File: src/common/xbar_defines.svh
// Crossbar configuration
// Port counts, bus widths and the outstanding-transaction depth
// shared by the package, the RTL and the testbench

`ifndef XBAR_DEFINES_SVH
`define XBAR_DEFINES_SVH

// Number of initiator ports
`define XBAR_N_INIT 2

// Number of target ports, one address rule each
`define XBAR_N_TGT 2

`define XBAR_ADDR_W 16  // Request address width
`define XBAR_DATA_W 32  // Read and write data width

// Outstanding transactions per demux and per mux
`define XBAR_MAX_TRANS 4

`endif

File: src/common/xbar_pkg.sv
// Crossbar types
// Address, data, port index, response code and address rule types
// used by the decoder, demux, mux and top level

`include "xbar_defines.svh"

package xbar_pkg;

  typedef logic [`XBAR_ADDR_W-1:0] addr_t;
  typedef logic [`XBAR_DATA_W-1:0] data_t;

  // One extra code point names the decode-error responder
  typedef logic [$clog2(`XBAR_N_TGT + 1)-1:0] tgt_idx_t;

  typedef logic [((`XBAR_N_INIT > 1) ? $clog2(`XBAR_N_INIT) : 1)-1:0] init_idx_t;

  typedef enum logic [1:0] {
    RESP_OKAY   = 2'b00,
    RESP_DECERR = 2'b11
  } resp_e;

  // Address window [start_addr, end_addr) mapped to one target
  typedef struct packed {
    tgt_idx_t idx;
    addr_t    start_addr;
    addr_t    end_addr;    // Exclusive
  } addr_rule_t;

endpackage

File: src/rtl/xbar_fifo.sv
// In-order FIFO for routing indices
// Register array with read and write pointers and an occupancy counter

`timescale 1ns/1ps

module xbar_fifo #(
  parameter int unsigned DEPTH     = 4,
  parameter type         payload_t = logic
) (
  input  logic     clk_i,
  input  logic     rst_n_i,
  input  logic     push_i,
  input  payload_t data_i,
  input  logic     pop_i,
  output payload_t data_o,
  output logic     empty_o,
  output logic     full_o
);

  localparam int unsigned PTR_W = (DEPTH > 1) ? $clog2(DEPTH) : 1;
  localparam int unsigned CNT_W = $clog2(DEPTH + 1);

  payload_t         mem_q [DEPTH];
  logic [PTR_W-1:0] wr_ptr_q;
  logic [PTR_W-1:0] rd_ptr_q;
  logic [CNT_W-1:0] cnt_q;

  assign data_o  = mem_q[rd_ptr_q];  // Head is visible without a pop
  assign empty_o = (cnt_q == '0);
  assign full_o  = (cnt_q == CNT_W'(DEPTH));

  always_ff @(posedge clk_i or negedge rst_n_i) begin
    if (!rst_n_i) begin
      wr_ptr_q <= '0;
      rd_ptr_q <= '0;
      cnt_q    <= '0;
    end else begin
      if (push_i) begin
        wr_ptr_q <= (wr_ptr_q == PTR_W'(DEPTH - 1)) ? '0 : wr_ptr_q + 1'b1;
      end
      if (pop_i) begin
        rd_ptr_q <= (rd_ptr_q == PTR_W'(DEPTH - 1)) ? '0 : rd_ptr_q + 1'b1;
      end
      if (push_i && !pop_i) begin
        cnt_q <= cnt_q + 1'b1;
      end else if (!push_i && pop_i) begin
        cnt_q <= cnt_q - 1'b1;
      end
    end
  end

  always_ff @(posedge clk_i) begin
    if (push_i) begin
      mem_q[wr_ptr_q] <= data_i;
    end
  end

  // Callers gate their handshakes with full_o and empty_o
  a_no_push_full: assert property (@(posedge clk_i) disable iff (!rst_n_i) push_i |-> !full_o);
  a_no_pop_empty: assert property (@(posedge clk_i) disable iff (!rst_n_i) pop_i |-> !empty_o);

endmodule

File: src/rtl/xbar_addr_decode.sv
// Address decoder
// Matches an address against the rule table, last matching rule wins.
// Unmatched addresses go to the default target when enabled,
// otherwise they are flagged and steered to the error index

`timescale 1ns/1ps
`include "xbar_defines.svh"

module xbar_addr_decode
  import xbar_pkg::*;
(
  input  addr_t                          addr_i,
  input  addr_rule_t [`XBAR_N_TGT-1:0]   addr_map_i,
  input  logic                           en_default_i,
  input  tgt_idx_t                       default_tgt_i,
  output tgt_idx_t                       idx_o,
  output logic                           dec_error_o
);

  logic matched;

  always_comb begin
    matched     = 1'b0;
    idx_o       = tgt_idx_t'(`XBAR_N_TGT);
    dec_error_o = 1'b0;

    for (int r = 0; r < `XBAR_N_TGT; r++) begin
      if (addr_i >= addr_map_i[r].start_addr && addr_i < addr_map_i[r].end_addr) begin
        matched = 1'b1;
        idx_o   = addr_map_i[r].idx;  // Later rules override earlier ones
      end
    end

    if (!matched) begin
      if (en_default_i) begin
        idx_o = default_tgt_i;
      end else begin
        dec_error_o = 1'b1;
      end
    end
  end

endmodule

File: src/demux/xbar_demux.sv
// Initiator-side demux
// Steers each request to its decoded target and records the target
// index in a tracker FIFO so that responses return in issue order.
// Requests to the error index are answered locally with DECERR

`timescale 1ns/1ps
`include "xbar_defines.svh"

module xbar_demux
  import xbar_pkg::*;
(
  input  logic                         clk_i,
  input  logic                         rst_n_i,
  input  tgt_idx_t                     sel_i,
  input  logic                         init_req_valid_i,
  output logic                         init_req_ready_o,
  input  addr_t                        init_req_addr_i,
  input  logic                         init_req_write_i,
  input  data_t                        init_req_wdata_i,
  output logic                         init_rsp_valid_o,
  input  logic                         init_rsp_ready_i,
  output data_t                        init_rsp_rdata_o,
  output resp_e                        init_rsp_code_o,
  output logic  [`XBAR_N_TGT-1:0]      tgt_req_valid_o,
  input  logic  [`XBAR_N_TGT-1:0]      tgt_req_ready_i,
  output addr_t [`XBAR_N_TGT-1:0]      tgt_req_addr_o,
  output logic  [`XBAR_N_TGT-1:0]      tgt_req_write_o,
  output data_t [`XBAR_N_TGT-1:0]      tgt_req_wdata_o,
  input  logic  [`XBAR_N_TGT-1:0]      tgt_rsp_valid_i,
  output logic  [`XBAR_N_TGT-1:0]      tgt_rsp_ready_o,
  input  data_t [`XBAR_N_TGT-1:0]      tgt_rsp_rdata_i,
  input  resp_e [`XBAR_N_TGT-1:0]      tgt_rsp_code_i
);

  localparam tgt_idx_t ERR_IDX = tgt_idx_t'(`XBAR_N_TGT);

  logic     fifo_full;
  logic     fifo_empty;
  tgt_idx_t head_idx;
  logic     sel_err;
  logic     sel_ready;
  logic     req_hs;
  logic     rsp_hs;
  logic     err_pend_q;  // DECERR response waiting to be returned

  assign sel_err = (sel_i == ERR_IDX);

  always_comb begin
    sel_ready = sel_err && !err_pend_q;  // Error responder holds one response
    for (int j = 0; j < `XBAR_N_TGT; j++) begin
      tgt_req_valid_o[j] = init_req_valid_i && !fifo_full && (sel_i == tgt_idx_t'(j));
      tgt_req_addr_o[j]  = init_req_addr_i;
      tgt_req_write_o[j] = init_req_write_i;
      tgt_req_wdata_o[j] = init_req_wdata_i;
      if (sel_i == tgt_idx_t'(j)) begin
        sel_ready = tgt_req_ready_i[j];
      end
    end
  end

  assign init_req_ready_o = !fifo_full && sel_ready;
  assign req_hs           = init_req_valid_i && init_req_ready_o;

  // Only the target at the FIFO head may answer
  always_comb begin
    init_rsp_valid_o = 1'b0;
    init_rsp_rdata_o = '0;
    init_rsp_code_o  = RESP_OKAY;
    tgt_rsp_ready_o  = '0;
    if (!fifo_empty && head_idx == ERR_IDX) begin
      init_rsp_valid_o = err_pend_q;
      init_rsp_code_o  = RESP_DECERR;
    end
    for (int j = 0; j < `XBAR_N_TGT; j++) begin
      if (!fifo_empty && head_idx == tgt_idx_t'(j)) begin
        init_rsp_valid_o   = tgt_rsp_valid_i[j];
        init_rsp_rdata_o   = tgt_rsp_rdata_i[j];
        init_rsp_code_o    = tgt_rsp_code_i[j];
        tgt_rsp_ready_o[j] = init_rsp_ready_i;
      end
    end
  end

  assign rsp_hs = init_rsp_valid_o && init_rsp_ready_i;

  always_ff @(posedge clk_i or negedge rst_n_i) begin
    if (!rst_n_i) begin
      err_pend_q <= 1'b0;
    end else if (req_hs && sel_err) begin
      err_pend_q <= 1'b1;
    end else if (rsp_hs && head_idx == ERR_IDX) begin
      err_pend_q <= 1'b0;
    end
  end

  xbar_fifo #(
    .DEPTH     ( `XBAR_MAX_TRANS ),
    .payload_t ( tgt_idx_t       )
  ) i_track_fifo (
    .clk_i   ( clk_i      ),
    .rst_n_i ( rst_n_i    ),
    .push_i  ( req_hs     ),
    .data_i  ( sel_i      ),
    .pop_i   ( rsp_hs     ),
    .data_o  ( head_idx   ),
    .empty_o ( fifo_empty ),
    .full_o  ( fifo_full  )
  );

  // Decoder output and default target must not move under a waiting request
  a_sel_stable: assert property (@(posedge clk_i) disable iff (!rst_n_i)
    init_req_valid_i && !init_req_ready_o |=> $stable(sel_i));

endmodule

File: src/mux/xbar_mux.sv
// Target-side mux
// Round-robin arbitration among initiators with the grant locked
// until the target accepts. Granted initiator indices are queued
// so that each response goes back to the initiator that issued it

`timescale 1ns/1ps
`include "xbar_defines.svh"

module xbar_mux
  import xbar_pkg::*;
(
  input  logic                          clk_i,
  input  logic                          rst_n_i,
  input  logic  [`XBAR_N_INIT-1:0]      init_req_valid_i,
  output logic  [`XBAR_N_INIT-1:0]      init_req_ready_o,
  input  addr_t [`XBAR_N_INIT-1:0]      init_req_addr_i,
  input  logic  [`XBAR_N_INIT-1:0]      init_req_write_i,
  input  data_t [`XBAR_N_INIT-1:0]      init_req_wdata_i,
  output logic  [`XBAR_N_INIT-1:0]      init_rsp_valid_o,
  input  logic  [`XBAR_N_INIT-1:0]      init_rsp_ready_i,
  output data_t [`XBAR_N_INIT-1:0]      init_rsp_rdata_o,
  output resp_e [`XBAR_N_INIT-1:0]      init_rsp_code_o,
  output logic                          tgt_req_valid_o,
  input  logic                          tgt_req_ready_i,
  output addr_t                         tgt_req_addr_o,
  output logic                          tgt_req_write_o,
  output data_t                         tgt_req_wdata_o,
  input  logic                          tgt_rsp_valid_i,
  output logic                          tgt_rsp_ready_o,
  input  data_t                         tgt_rsp_rdata_i,
  input  resp_e                         tgt_rsp_code_i
);

  init_idx_t prio_q;      // Highest-priority initiator this cycle
  init_idx_t lock_idx_q;
  logic      lock_q;
  init_idx_t gnt_idx;
  logic      gnt_valid;
  init_idx_t head_idx;
  logic      fifo_full;
  logic      fifo_empty;
  logic      req_hs;
  logic      rsp_hs;

  always_comb begin
    int unsigned cand;
    gnt_valid = 1'b0;
    gnt_idx   = prio_q;
    for (int unsigned k = 0; k < `XBAR_N_INIT; k++) begin
      cand = (32'(prio_q) + k) % `XBAR_N_INIT;
      if (!gnt_valid && init_req_valid_i[cand]) begin
        gnt_valid = 1'b1;
        gnt_idx   = init_idx_t'(cand);
      end
    end
    if (lock_q) begin  // Offered request keeps the grant
      gnt_valid = init_req_valid_i[lock_idx_q];
      gnt_idx   = lock_idx_q;
    end
  end

  assign tgt_req_valid_o = gnt_valid && !fifo_full;
  assign tgt_req_addr_o  = init_req_addr_i[gnt_idx];
  assign tgt_req_write_o = init_req_write_i[gnt_idx];
  assign tgt_req_wdata_o = init_req_wdata_i[gnt_idx];
  assign req_hs          = tgt_req_valid_o && tgt_req_ready_i;

  always_comb begin
    for (int i = 0; i < `XBAR_N_INIT; i++) begin
      init_req_ready_o[i] = req_hs && (gnt_idx == init_idx_t'(i));
      init_rsp_valid_o[i] = tgt_rsp_valid_i && !fifo_empty && (head_idx == init_idx_t'(i));
      init_rsp_rdata_o[i] = tgt_rsp_rdata_i;
      init_rsp_code_o[i]  = tgt_rsp_code_i;
    end
  end

  assign tgt_rsp_ready_o = !fifo_empty && init_rsp_ready_i[head_idx];
  assign rsp_hs          = tgt_rsp_valid_i && tgt_rsp_ready_o;

  always_ff @(posedge clk_i or negedge rst_n_i) begin
    if (!rst_n_i) begin
      prio_q     <= '0;
      lock_q     <= 1'b0;
      lock_idx_q <= '0;
    end else if (req_hs) begin
      lock_q <= 1'b0;
      prio_q <= (gnt_idx == init_idx_t'(`XBAR_N_INIT - 1)) ? '0 : gnt_idx + 1'b1;
    end else if (tgt_req_valid_o) begin
      lock_q     <= 1'b1;  // Target stalled
      lock_idx_q <= gnt_idx;
    end
  end

  xbar_fifo #(
    .DEPTH     ( `XBAR_MAX_TRANS ),
    .payload_t ( init_idx_t      )
  ) i_src_fifo (
    .clk_i   ( clk_i      ),
    .rst_n_i ( rst_n_i    ),
    .push_i  ( req_hs     ),
    .data_i  ( gnt_idx    ),
    .pop_i   ( rsp_hs     ),
    .data_o  ( head_idx   ),
    .empty_o ( fifo_empty ),
    .full_o  ( fifo_full  )
  );

  // Stalled request keeps its grant until the target accepts
  a_grant_locked: assert property (@(posedge clk_i) disable iff (!rst_n_i)
    tgt_req_valid_o && !tgt_req_ready_i |=> tgt_req_valid_o && gnt_idx == $past(gnt_idx));

endmodule

File: src/rtl/lite_xbar.sv
// Register-bus crossbar top level
// One decoder and demux per initiator port, one mux per target port.
// Demux outputs are indexed [initiator][target], mux inputs
// [target][initiator], and the two are crossed here

`timescale 1ns/1ps
`include "xbar_defines.svh"

module lite_xbar
  import xbar_pkg::*;
(
  input  logic                               clk_i,
  input  logic                               rst_n_i,
  input  logic       [`XBAR_N_INIT-1:0]      init_req_valid_i,
  output logic       [`XBAR_N_INIT-1:0]      init_req_ready_o,
  input  addr_t      [`XBAR_N_INIT-1:0]      init_req_addr_i,
  input  logic       [`XBAR_N_INIT-1:0]      init_req_write_i,
  input  data_t      [`XBAR_N_INIT-1:0]      init_req_wdata_i,
  output logic       [`XBAR_N_INIT-1:0]      init_rsp_valid_o,
  input  logic       [`XBAR_N_INIT-1:0]      init_rsp_ready_i,
  output data_t      [`XBAR_N_INIT-1:0]      init_rsp_rdata_o,
  output resp_e      [`XBAR_N_INIT-1:0]      init_rsp_code_o,
  output logic       [`XBAR_N_TGT-1:0]       tgt_req_valid_o,
  input  logic       [`XBAR_N_TGT-1:0]       tgt_req_ready_i,
  output addr_t      [`XBAR_N_TGT-1:0]       tgt_req_addr_o,
  output logic       [`XBAR_N_TGT-1:0]       tgt_req_write_o,
  output data_t      [`XBAR_N_TGT-1:0]       tgt_req_wdata_o,
  input  logic       [`XBAR_N_TGT-1:0]       tgt_rsp_valid_i,
  output logic       [`XBAR_N_TGT-1:0]       tgt_rsp_ready_o,
  input  data_t      [`XBAR_N_TGT-1:0]       tgt_rsp_rdata_i,
  input  resp_e      [`XBAR_N_TGT-1:0]       tgt_rsp_code_i,
  input  addr_rule_t [`XBAR_N_TGT-1:0]       addr_map_i,
  input  logic       [`XBAR_N_INIT-1:0]      en_default_i,
  input  tgt_idx_t   [`XBAR_N_INIT-1:0]      default_tgt_i
);

  // Demux side [initiator][target]
  logic  [`XBAR_N_INIT-1:0][`XBAR_N_TGT-1:0] dmx_req_valid;
  logic  [`XBAR_N_INIT-1:0][`XBAR_N_TGT-1:0] dmx_req_ready;
  addr_t [`XBAR_N_INIT-1:0][`XBAR_N_TGT-1:0] dmx_req_addr;
  logic  [`XBAR_N_INIT-1:0][`XBAR_N_TGT-1:0] dmx_req_write;
  data_t [`XBAR_N_INIT-1:0][`XBAR_N_TGT-1:0] dmx_req_wdata;
  logic  [`XBAR_N_INIT-1:0][`XBAR_N_TGT-1:0] dmx_rsp_valid;
  logic  [`XBAR_N_INIT-1:0][`XBAR_N_TGT-1:0] dmx_rsp_ready;
  data_t [`XBAR_N_INIT-1:0][`XBAR_N_TGT-1:0] dmx_rsp_rdata;
  resp_e [`XBAR_N_INIT-1:0][`XBAR_N_TGT-1:0] dmx_rsp_code;

  // Mux side [target][initiator]
  logic  [`XBAR_N_TGT-1:0][`XBAR_N_INIT-1:0] mux_req_valid;
  logic  [`XBAR_N_TGT-1:0][`XBAR_N_INIT-1:0] mux_req_ready;
  addr_t [`XBAR_N_TGT-1:0][`XBAR_N_INIT-1:0] mux_req_addr;
  logic  [`XBAR_N_TGT-1:0][`XBAR_N_INIT-1:0] mux_req_write;
  data_t [`XBAR_N_TGT-1:0][`XBAR_N_INIT-1:0] mux_req_wdata;
  logic  [`XBAR_N_TGT-1:0][`XBAR_N_INIT-1:0] mux_rsp_valid;
  logic  [`XBAR_N_TGT-1:0][`XBAR_N_INIT-1:0] mux_rsp_ready;
  data_t [`XBAR_N_TGT-1:0][`XBAR_N_INIT-1:0] mux_rsp_rdata;
  resp_e [`XBAR_N_TGT-1:0][`XBAR_N_INIT-1:0] mux_rsp_code;

  for (genvar i = 0; i < `XBAR_N_INIT; i++) begin : gen_init
    tgt_idx_t sel;  // Error index when the address is unmapped

    xbar_addr_decode i_decode (
      .addr_i        ( init_req_addr_i[i] ),
      .addr_map_i    ( addr_map_i         ),
      .en_default_i  ( en_default_i[i]    ),
      .default_tgt_i ( default_tgt_i[i]   ),
      .idx_o         ( sel                ),
      .dec_error_o   (                    )
    );

    xbar_demux i_demux (
      .clk_i            ( clk_i               ),
      .rst_n_i          ( rst_n_i             ),
      .sel_i            ( sel                 ),
      .init_req_valid_i ( init_req_valid_i[i] ),
      .init_req_ready_o ( init_req_ready_o[i] ),
      .init_req_addr_i  ( init_req_addr_i[i]  ),
      .init_req_write_i ( init_req_write_i[i] ),
      .init_req_wdata_i ( init_req_wdata_i[i] ),
      .init_rsp_valid_o ( init_rsp_valid_o[i] ),
      .init_rsp_ready_i ( init_rsp_ready_i[i] ),
      .init_rsp_rdata_o ( init_rsp_rdata_o[i] ),
      .init_rsp_code_o  ( init_rsp_code_o[i]  ),
      .tgt_req_valid_o  ( dmx_req_valid[i]    ),
      .tgt_req_ready_i  ( dmx_req_ready[i]    ),
      .tgt_req_addr_o   ( dmx_req_addr[i]     ),
      .tgt_req_write_o  ( dmx_req_write[i]    ),
      .tgt_req_wdata_o  ( dmx_req_wdata[i]    ),
      .tgt_rsp_valid_i  ( dmx_rsp_valid[i]    ),
      .tgt_rsp_ready_o  ( dmx_rsp_ready[i]    ),
      .tgt_rsp_rdata_i  ( dmx_rsp_rdata[i]    ),
      .tgt_rsp_code_i   ( dmx_rsp_code[i]     )
    );
  end

  for (genvar i = 0; i < `XBAR_N_INIT; i++) begin : gen_cross_i
    for (genvar j = 0; j < `XBAR_N_TGT; j++) begin : gen_cross_j
      assign mux_req_valid[j][i] = dmx_req_valid[i][j];
      assign mux_req_addr[j][i]  = dmx_req_addr[i][j];
      assign mux_req_write[j][i] = dmx_req_write[i][j];
      assign mux_req_wdata[j][i] = dmx_req_wdata[i][j];
      assign dmx_req_ready[i][j] = mux_req_ready[j][i];
      assign dmx_rsp_valid[i][j] = mux_rsp_valid[j][i];
      assign dmx_rsp_rdata[i][j] = mux_rsp_rdata[j][i];
      assign dmx_rsp_code[i][j]  = mux_rsp_code[j][i];
      assign mux_rsp_ready[j][i] = dmx_rsp_ready[i][j];
    end
  end

  for (genvar j = 0; j < `XBAR_N_TGT; j++) begin : gen_tgt
    xbar_mux i_mux (
      .clk_i            ( clk_i              ),
      .rst_n_i          ( rst_n_i            ),
      .init_req_valid_i ( mux_req_valid[j]   ),
      .init_req_ready_o ( mux_req_ready[j]   ),
      .init_req_addr_i  ( mux_req_addr[j]    ),
      .init_req_write_i ( mux_req_write[j]   ),
      .init_req_wdata_i ( mux_req_wdata[j]   ),
      .init_rsp_valid_o ( mux_rsp_valid[j]   ),
      .init_rsp_ready_i ( mux_rsp_ready[j]   ),
      .init_rsp_rdata_o ( mux_rsp_rdata[j]   ),
      .init_rsp_code_o  ( mux_rsp_code[j]    ),
      .tgt_req_valid_o  ( tgt_req_valid_o[j] ),
      .tgt_req_ready_i  ( tgt_req_ready_i[j] ),
      .tgt_req_addr_o   ( tgt_req_addr_o[j]  ),
      .tgt_req_write_o  ( tgt_req_write_o[j] ),
      .tgt_req_wdata_o  ( tgt_req_wdata_o[j] ),
      .tgt_rsp_valid_i  ( tgt_rsp_valid_i[j] ),
      .tgt_rsp_ready_o  ( tgt_rsp_ready_o[j] ),
      .tgt_rsp_rdata_i  ( tgt_rsp_rdata_i[j] ),
      .tgt_rsp_code_i   ( tgt_rsp_code_i[j]  )
    );
  end

endmodule

File: config.mk
export PLATFORM = sky130hd
export DESIGN_NAME = lite_xbar
export DESIGN_NICKNAME = d
export VERILOG_FILES = /design/src/common/xbar_pkg.sv /design/src/rtl/xbar_fifo.sv /design/src/rtl/xbar_addr_decode.sv /design/src/demux/xbar_demux.sv /design/src/mux/xbar_mux.sv /design/src/rtl/lite_xbar.sv
export VERILOG_INCLUDE_DIRS = /design/src /design/src/common
export SDC_FILE = /design/constraint.sdc
export NUM_CORES = 1
export LEC_CHECK = 0
export BUFFER_PORTS_ARGS = -buffer_cell sky130_fd_sc_hd__buf_4
export CAP_MARGIN = 20
export CORE_AREA = 2 2 165 167
export CTS_CLUSTER_DIAMETER = 120
export CTS_CLUSTER_SIZE = 8
export DETAILED_ROUTE_END_ITERATION = 8
export DIE_AREA = 0 0 167 169
export PLACE_DENSITY = 0.71
export SLEW_MARGIN = 40
export SYNTH_ARGS = -nofsm -noshare
export SYNTH_HDL_FRONTEND = slang
export SYNTH_SLANG_ARGS = --single-unit
File: constraint.sdc
create_clock -name clk_i -period 2.9 [get_ports clk_i]
set_clock_uncertainty 0.05 [all_clocks]
set_input_delay 0 -clock clk_i [delete_from_list [all_inputs] [get_ports clk_i]]
set_output_delay 0 -clock clk_i [all_outputs]
set_load 0.005 [all_outputs]
# Yosys cells after proc, flatten, opt, wreduce, memory -nomap -nowiden
# Memory sizes are Yosys's and may differ from the RTL's.
# Cells that the tools add are included.
[word_totals]
mem_count = 4
out_inout_bits = 174
word_cells = 290
inputBits = 250
mem_bits_rw = 24
ff_bits = 36
[memory_table]
columns = ["memory", "depth", "word_bits", "rd", "rd_ports_with_merged_regs", "write_ports", "line", "rtl"]
rows = [
  ["gen_init[0].i_demux.i_track_fifo.mem_q", 4, 2, 1, 0, 1, "xbar_fifo.sv:23", "payload_t mem_q [DEPTH];"],
  ["gen_init[1].i_demux.i_track_fifo.mem_q", 4, 2, 1, 0, 1, "xbar_fifo.sv:23", ""],
  ["gen_tgt[0].i_mux.i_src_fifo.mem_q", 4, 1, 1, 0, 1, "xbar_fifo.sv:23", ""],
  ["gen_tgt[1].i_mux.i_src_fifo.mem_q", 4, 1, 1, 0, 1, "xbar_fifo.sv:23", ""],
]
[classes]
n_mux = 108
n_addsub = 20
eq_ne = 20
n_lt_le_gt_ge = 18
n_bitwise = 6
n_reduce_logical = 94
[op_table]
columns = ["operator", "n"]
rows = [
  ["$mux 32", 8],
  ["$mux 1", 66],
  ["$ge 16x16->1", 4],
  ["$lt 16x16->1", 4],
  ["$mux 16", 4],
  ["$logic_and 1x1->1", 56],
  ["$mux 2", 22],
  ["$eq 2x2->1 const B", 12],
  ["$mux 3", 8],
  ["$logic_not 1->1", 20],
  ["$lt 1x2->1 const B", 10],
  ["$add 2x1->2 const B", 8],
  ["$reduce_bool 2->1", 8],
  ["$add 3x1->3 const B", 4],
  ["$eq 3x3->1 const B", 4],
  ["$logic_not 3->1", 4],
  ["$sub 3x1->3 const B", 4],
  ["$eq 2x1->1 const B", 4],
  ["$logic_not 2->1", 4],
  ["$not 1->1", 6],
  ["$add 1x1->1 const B", 4],
  ["$reduce_and 2->1", 2],
]

# Longest topological paths before layout
[logic_depth]
word_depth = 26
ltp_mapped = 20
depth_no_buf = 19

# Modules after synthesis
# From an unflattened synthesis, not the netlist that was laid out.
[unflattened]
cells_unflattened = 1254
area_unflattened_um2 = 11448.5
[by_module_without_submodules]
columns = ["mod", "n_inst", "seq_area_each_um2", "area_per_inst_um2", "cells_per_inst"]
rows = [
  ["xbar_mux", 2, 75.1, 1531.5, 147],
  ["xbar_demux", 2, 25.0, 1292.5, 165],
  ["xbar_addr_decode (gen_init[1].i_decode)", 1, 0.0, 1659.1, 228],
  ["xbar_addr_decode (gen_init[0].i_decode)", 1, 0.0, 1627.8, 224],
  ["xbar_fifo (gen_init[0].i_demux.i_track_fifo ...)", 2, 415.4, 703.2, 47],
  ["xbar_fifo (gen_tgt[0].i_mux.i_src_fifo)", 1, 295.3, 554.3, 42],
  ["xbar_fifo (gen_tgt[1].i_mux.i_src_fifo)", 1, 295.3, 553.0, 42],
]

# Least setup slack after synthesis
# OpenSTA, ideal clock, no wires.
[synth_path]
path_kind = "input -> register"
from = "input init_req_addr_i[16] in the netlist's numbering"
to = "register gen_init[1].i_demux.i_track_fifo.cnt_q[2]"
t_required_ns = 2.771
slack_ns = -1.014
path_buffers = 1
arrival_time_ns = 3.785
setup_time_ns = 0.079
path_stages = 19
cell_sequence = "inv_1 ha_1 nand2b_4 a2111oi_4 a2111oi_4 a2111oi_2 o21ai_0 a211o_1 o311a_1 buf_6 clkinv_4 nand2_4 a211oi_4 ha_1 inv_1 fa_1 xor2_1 nor2_1 xor2_1"
[synth_between]
elab_chain_len = 25
elab_cells_between_ends = 59
classes_between = "4 x order compare; 2 x eq/ne; 31 x mux; 22 x reduce/logical"
[synth_lines]
columns = ["item", "line", "rtl"]
rows = [
  ["start: declaration", "lite_xbar.sv:16", "input addr_t [`XBAR_N_INIT-1:0] init_req_addr_i,"],
  ["$ge 16x16->1 or $lt 16x16->1 (tied branches)", "xbar_addr_decode.sv:28", "if (addr_i >= addr_map_i[r].start_addr && addr_i < addr_map_i[r].end_addr) begin"],
  ["$logic_and 1x1->1", "xbar_addr_decode.sv:28", ""],
  ["$mux 2 (2 in a row)", "xbar_addr_decode.sv:28", ""],
  ["$mux 2", "xbar_addr_decode.sv:35", "if (en_default_i) begin"],
  ["$mux 2 *", "xbar_addr_decode.sv:34", "if (!matched) begin"],
  ["$logic_not 2->1", "xbar_demux.sv:51, xbar_demux.sv:55", ""],
  ["$logic_and 1x1->1", "xbar_demux.sv:51", "tgt_req_valid_o[j] = init_req_valid_i && !fifo_full && (sel_i == tgt_idx_t'(j));"],
  ["$mux 1 (implied by the code) (2 in a row)", "xbar_mux.sv:51", "if (!gnt_valid && init_req_valid_i[cand]) begin"],
  ["[8 not listed]", "-", ""],
  ["$mux 1", "xbar_demux.sv:55", "if (sel_i == tgt_idx_t'(j)) begin"],
  ["$mux 1 *", "xbar_demux.sv:55", ""],
  ["$logic_and 1x1->1 *", "xbar_demux.sv:61", "assign init_req_ready_o = !fifo_full && sel_ready;"],
  ["$logic_and 1x1->1 *", "xbar_demux.sv:62", "assign req_hs = init_req_valid_i && init_req_ready_o;"],
  ["via gen_init[1].i_demux.i_track_fifo.push_i", "xbar_fifo.sv:12", "input logic push_i,"],
  ["$logic_not 1->1", "xbar_fifo.sv:46", "end else if (!push_i && pop_i) begin"],
  ["$logic_and 1x1->1", "xbar_fifo.sv:46", ""],
  ["$reduce_bool 2->1 (no line)", "-", ""],
  ["end signal: assignment", "xbar_fifo.sv:45", "cnt_q <= cnt_q + 1'b1;"],
  ["end signal: assignment", "xbar_fifo.sv:47", "cnt_q <= cnt_q - 1'b1;"],
  ["end: declaration", "xbar_fifo.sv:26", "logic [CNT_W-1:0] cnt_q;"],
]
# The timed path passes the listed nets; every way through them passes the cells marked *. The select of a mux whose other input is x is not followed.
# A chain may end at the register's enable or synchronous reset.

# Final worst setup path
[layout_path]
from = "input addr_map_i[7] in the netlist's numbering"
to = "output tgt_req_write_o[0]"
[layout_between]
elab_chain_len = 17
elab_cells_between_ends = 31
classes_between = "2 x order compare; 21 x mux; 8 x reduce/logical"
[layout_lines]
columns = ["item", "line", "rtl"]
rows = [
  ["start: declaration", "lite_xbar.sv:32", "input addr_rule_t [`XBAR_N_TGT-1:0] addr_map_i,"],
  ["$lt 16x16->1", "xbar_addr_decode.sv:28", ""],
  ["$logic_and 1x1->1", "xbar_addr_decode.sv:28", ""],
  ["$mux 2 (2 in a row)", "xbar_addr_decode.sv:28", ""],
  ["$mux 2", "xbar_addr_decode.sv:35", ""],
  ["$mux 2", "xbar_addr_decode.sv:34", ""],
  ["$logic_not 2->1", "xbar_demux.sv:51", ""],
  ["$logic_and 1x1->1", "xbar_demux.sv:51", ""],
  ["$mux 1 (implied by the code) (2 in a row)", "xbar_mux.sv:51", ""],
  ["$mux 1", "xbar_mux.sv:51", ""],
  ["$logic_not 1->1", "xbar_mux.sv:51", ""],
  ["$logic_and 1x1->1 *", "xbar_mux.sv:51", ""],
  ["$mux 1 *", "xbar_mux.sv:51", ""],
  ["$mux 1 *", "xbar_mux.sv:56", "if (lock_q) begin"],
  ["$mux 1 (implied by the code) * (2 in a row)", "xbar_mux.sv:64", "assign tgt_req_write_o = init_req_write_i[gnt_idx];"],
  ["end: declaration", "lite_xbar.sv:26", "output logic [`XBAR_N_TGT-1:0] tgt_req_write_o,"],
]
# Every way passes the cells marked *; elsewhere a longest branch is shown, timed or not. The select of a mux whose other input is x is not followed.

==> impl_metrics.ini <==
[timing]
worstMarginPinSlew_ps = 571.2
layout_min_cycle_time_ps = 3443
rsz0062_at_grt = yes
fin_crit_sh_pct = 118.7
max_freq_ghz = 0.2904
slew_viol_final = 0
finalHoldViolations = 0
max_slew_margin_pct = 61.84
worst_slack_ps = -543.3
setup_viol = 145

[drt]
vias_per_cell = 5.216
avgRoutedWirePerCell_um = 19.85
dr_total_vias = 10172
drtIter0Drc = 504
dr.pass1.iters = 5
routed_wl_um = 38710
ant_nets = 0
drc_errors = 0

[grt]
grt_antenna_before_repair = 3
first_global_vias = 10696
grtUsageTotal_pct = 25.85
grt-ovfl-total = 0
grt_pass1_wl_um = 57040
grt_max_degree = 37

[worst_setup_path]
reg2reg_to = gen_init[1].i_demux.i_track_fifo.cnt_q[2]$_DFFE_PN0P_
path_cells = buf_4, inv_1, ha_1, nand4_1, nor2_2, a211oi_2, buf_4, o41ai_4, buf_4, nor2_4, mux2i_2, mux2i_2, buf_4, nand2_2, maj3_2, o21a_4, clkbuf_16, mux2_4, buf_6
slowest_delay_ps = 350
critical_path.startpoint_type = input pin
cp_max_fo = 13
endpoint = tgt_req_write_o[0]
r2r_setup_slack_ps = -180
critPathCaptureType = output pin
path_class = in -> out
crit_required_ps = 2850
path_depth = 19
cp-startpoint = addr_map_i[7]
r2r_cells = 15
cp_data_arrival_time_ps = 3390
critPathSlowestCell = o41ai_4
r2r_start = gen_init[0].i_demux.i_track_fifo.cnt_q[2]$_DFFE_PN0P_
critical_path.top_delay_family = buffers and inverters
path_buf_inv = 7
crit_top_cell = buf_4

[placement]
place_inst = 1885
dp_hpwl_um = 28820
pre_cts_ws_ps = -1030
gp_congestion = 0.8983
port_buffers = 423

[outcome]
status = finished, violations left
failed_checks = negative setup slack

[cts]
path_clk_slew_ps = 50
cts_buffers = 9
clk_path_buf_depth = 2
clk_latency_ps = 330
cts_root_buf = clkbuf_16
cts.sinks = 60
h-tree-depth = 3
cts_tree = done

[die]
fp.dieH_um = 169
die_width_um = 167
initial_core_util_pct = 31.54
dieArea_sq_mm = 0.02822
core_sq_mm = 0.02650
row_count = 60
pin_count = 424

[worst_hold_path]
holdCritPathClass = in -> async

[synthesis]
syn_avg_cell_area_sq_um = 8.417
syn_nets = 1395
ys_seq_elements = 60
async_flop_share_pct = 60.00
synth_top_flop_cell = dfrtp_1
synth_edf_count = 24
syn-instance-count = 993
synth_cell_type_count = 76
syn_area_sq_mm = 0.008358
yosys_warnings = 0
yosysSeqAreaShare_pct = 19.40

[layout]
layout-drive-gt1-share_pct = 56.32
fin_cells = 1950
final_nets = 2004
area_growth_syn_to_layout_pct = 86.48

[power_and_ir_drop]
powerDensity_mw_per_mm2 = 846.4
p_leak_nw = 7.885
ir_drop_v = 0.0007729
p_total_mw = 13.19

[job]
maxCapViolCount = 0
[through the flow]
step / util, % / setup TNS [ps] / cell area (sq um) / hold WS (ps)
2_1_floorplan: - / -7478 / 8692 / -345.6
3_3_place_gp: 50.46 / -76610 / 13370 / -41.21
3_5_place_dp: 50.46 / -87030 / 13370 / -39.42
4_1_cts: 57.54 / -37280 / 15250 / 128.0
5_1_grt: 58.81 / -60820 / 15590 / 169.4
6_report: 58.81 / -45740 / 15590 / 146.9
[layout make-up]
| cell class | count | area, sq um |
|---|---|---|
| Sequential cell | 60 | 1622 |
| Clock inverter | 7 | 115.1 |
| Timing Repair Buffer | 639 | 5505 |
| Fill cell | 2241 | 10910 |
| Inverter | 94 | 392.9 |
| Multi-Input combinational cell | 798 | 7295 |
| Clock buffer | 9 | 225.2 |
| Tap cell | 341 | 426.7 |
| Antenna cell | 2 | 5.005 |
[worst min path at each step]
stage	slack (ps)	start	cells past startpoint	to
floorplan	-350	rst_n_i	0	gen_init[0].i_demux.err_pend_q$_DFFE_PN0P_
global placement	-40	rst_n_i	1	gen_init[0].i_demux.i_track_fifo.rd_ptr_q[0]$_DFFE_PN0P_
detailed placement	-40	rst_n_i	1	gen_init[0].i_demux.i_track_fifo.wr_ptr_q[0]$_DFFE_PN0P_
CTS	130	addr_map_i[67]	3	gen_init[0].i_demux.i_track_fifo.mem_q[1][1]$_DFFE_PP_
global route	170	addr_map_i[67]	3	gen_init[0].i_demux.i_track_fifo.mem_q[1][1]$_DFFE_PP_
finish	150	rst_n_i	2	gen_init[0].i_demux.i_track_fifo.rd_ptr_q[1]$_DFFE_PN0P_
[power by group]
part / leakage (nW) / switching [mW] / internal (mW) / total, mW
Clock: 0.163 / 0.383 / 0.835 / 1.22
Combinational: 7.08 / 4.64 / 5.82 / 10.5
Sequential: 0.645 / 0.296 / 1.22 / 1.52
Total: 7.88 / 5.32 / 7.87 / 13.2
[Yosys cell counts (all sizes together) (8+ instances only)]
cell / count / share of area [%]
a21oi: 46 / 2.8
edfxtp: 24 / 8.6
nor3: 14 / 0.84
nand3: 11 / 0.66
dfrtp: 36 / 11
ha: 148 / 22
mux2: 64 / 8.7
a22o: 64 / 6.7
clkbuf: 22 / 0.99
nand2b: 14 / 1.1
o21a: 9 / 0.81
xor2: 8 / 0.84
o21ai: 36 / 2.2
a211oi: 17 / 1.7
buf: 19 / 1.7
nand2: 191 / 8.7
nor2b: 8 / 0.60
inv: 93 / 4.2
nor2: 38 / 1.7
and2: 18 / 1.3
nand4: 17 / 1.3
[cells in the final DEF, fill, tap and decap left out, types with 13 or more instances in the layout]
| master | count |
|---|---|
| nand2_4 | 13 |
| buf_4 | 531 |
| nand2_1 | 137 |
| dfrtp_1 | 36 |
| mux2_4 | 46 |
| inv_1 | 65 |
| nand4_1 | 17 |
| a22o_1 | 64 |
| inv_2 | 20 |
| ha_1 | 120 |
| a21oi_1 | 42 |
| o21ai_0 | 21 |
| nor2_1 | 36 |
| ha_4 | 27 |
| edfxtp_1 | 24 |
| buf_6 | 80 |
| nand2_2 | 41 |
[flip-flops by register name, summed over array words and instances, names as in the netlist, 4 cells and up]
| register | count |
|---|---|
| gen_init.i_demux.i_track_fifo.wr_ptr_q | 4 |
| gen_tgt.i_mux.i_src_fifo.wr_ptr_q | 4 |
| gen_init.i_demux.i_track_fifo.rd_ptr_q | 4 |
| gen_tgt.i_mux.i_src_fifo.mem_q | 8 |
| gen_init.i_demux.i_track_fifo.cnt_q | 6 |
| gen_init.i_demux.i_track_fifo.mem_q | 16 |
| gen_tgt.i_mux.i_src_fifo.rd_ptr_q | 4 |
| gen_tgt.i_mux.i_src_fifo.cnt_q | 6 |
[worst reg2reg max path, stage by stage (launching register included)]
cell and delay [ps]:
dfrtp_1 380, nor3b_1 160, nand2b_1 200, a31oi_2 210, o21ai_4 110, buf_4 150
a2111o_1 360, nand2_2 130, nand2_4 80, a211oi_4 260, ha_4 180, inv_2 30
fa_2 320, xor2_1 140, nor2_1 110, xor2_1 150
[cells by family after synthesis]
logic type	after synthesis	synth area share, %
xor+xnor	12	1.257
simple gates	330	17.96
buf+inv	135	6.931
fa+ha+maj	153	23.23
mux	75	10.78
flops	60	19.40
compound gates	228	20.43
[metal layers]
layer	track usage (%)	wire [um]
met2	49.13	20280
met5	0	0
met1	27.96	14060
met4	11.88	1753
met3	4.185	2615
[repair_timing]
| action | CTS | global route |
|---|---|---|
| gates cloned | 11 | 1 |
| hold buffers | 3 | 0 |
| resized for setup | 252 | 74 |
| endpoints found under the setup margin | 143 | 153 |
| setup buffers | 29 | 11 |
| pin swaps | 71 | 23 |
| endpoints found under the hold margin | 39 | 0 |
No activity file was read; power rests on OpenSTA's default activity.
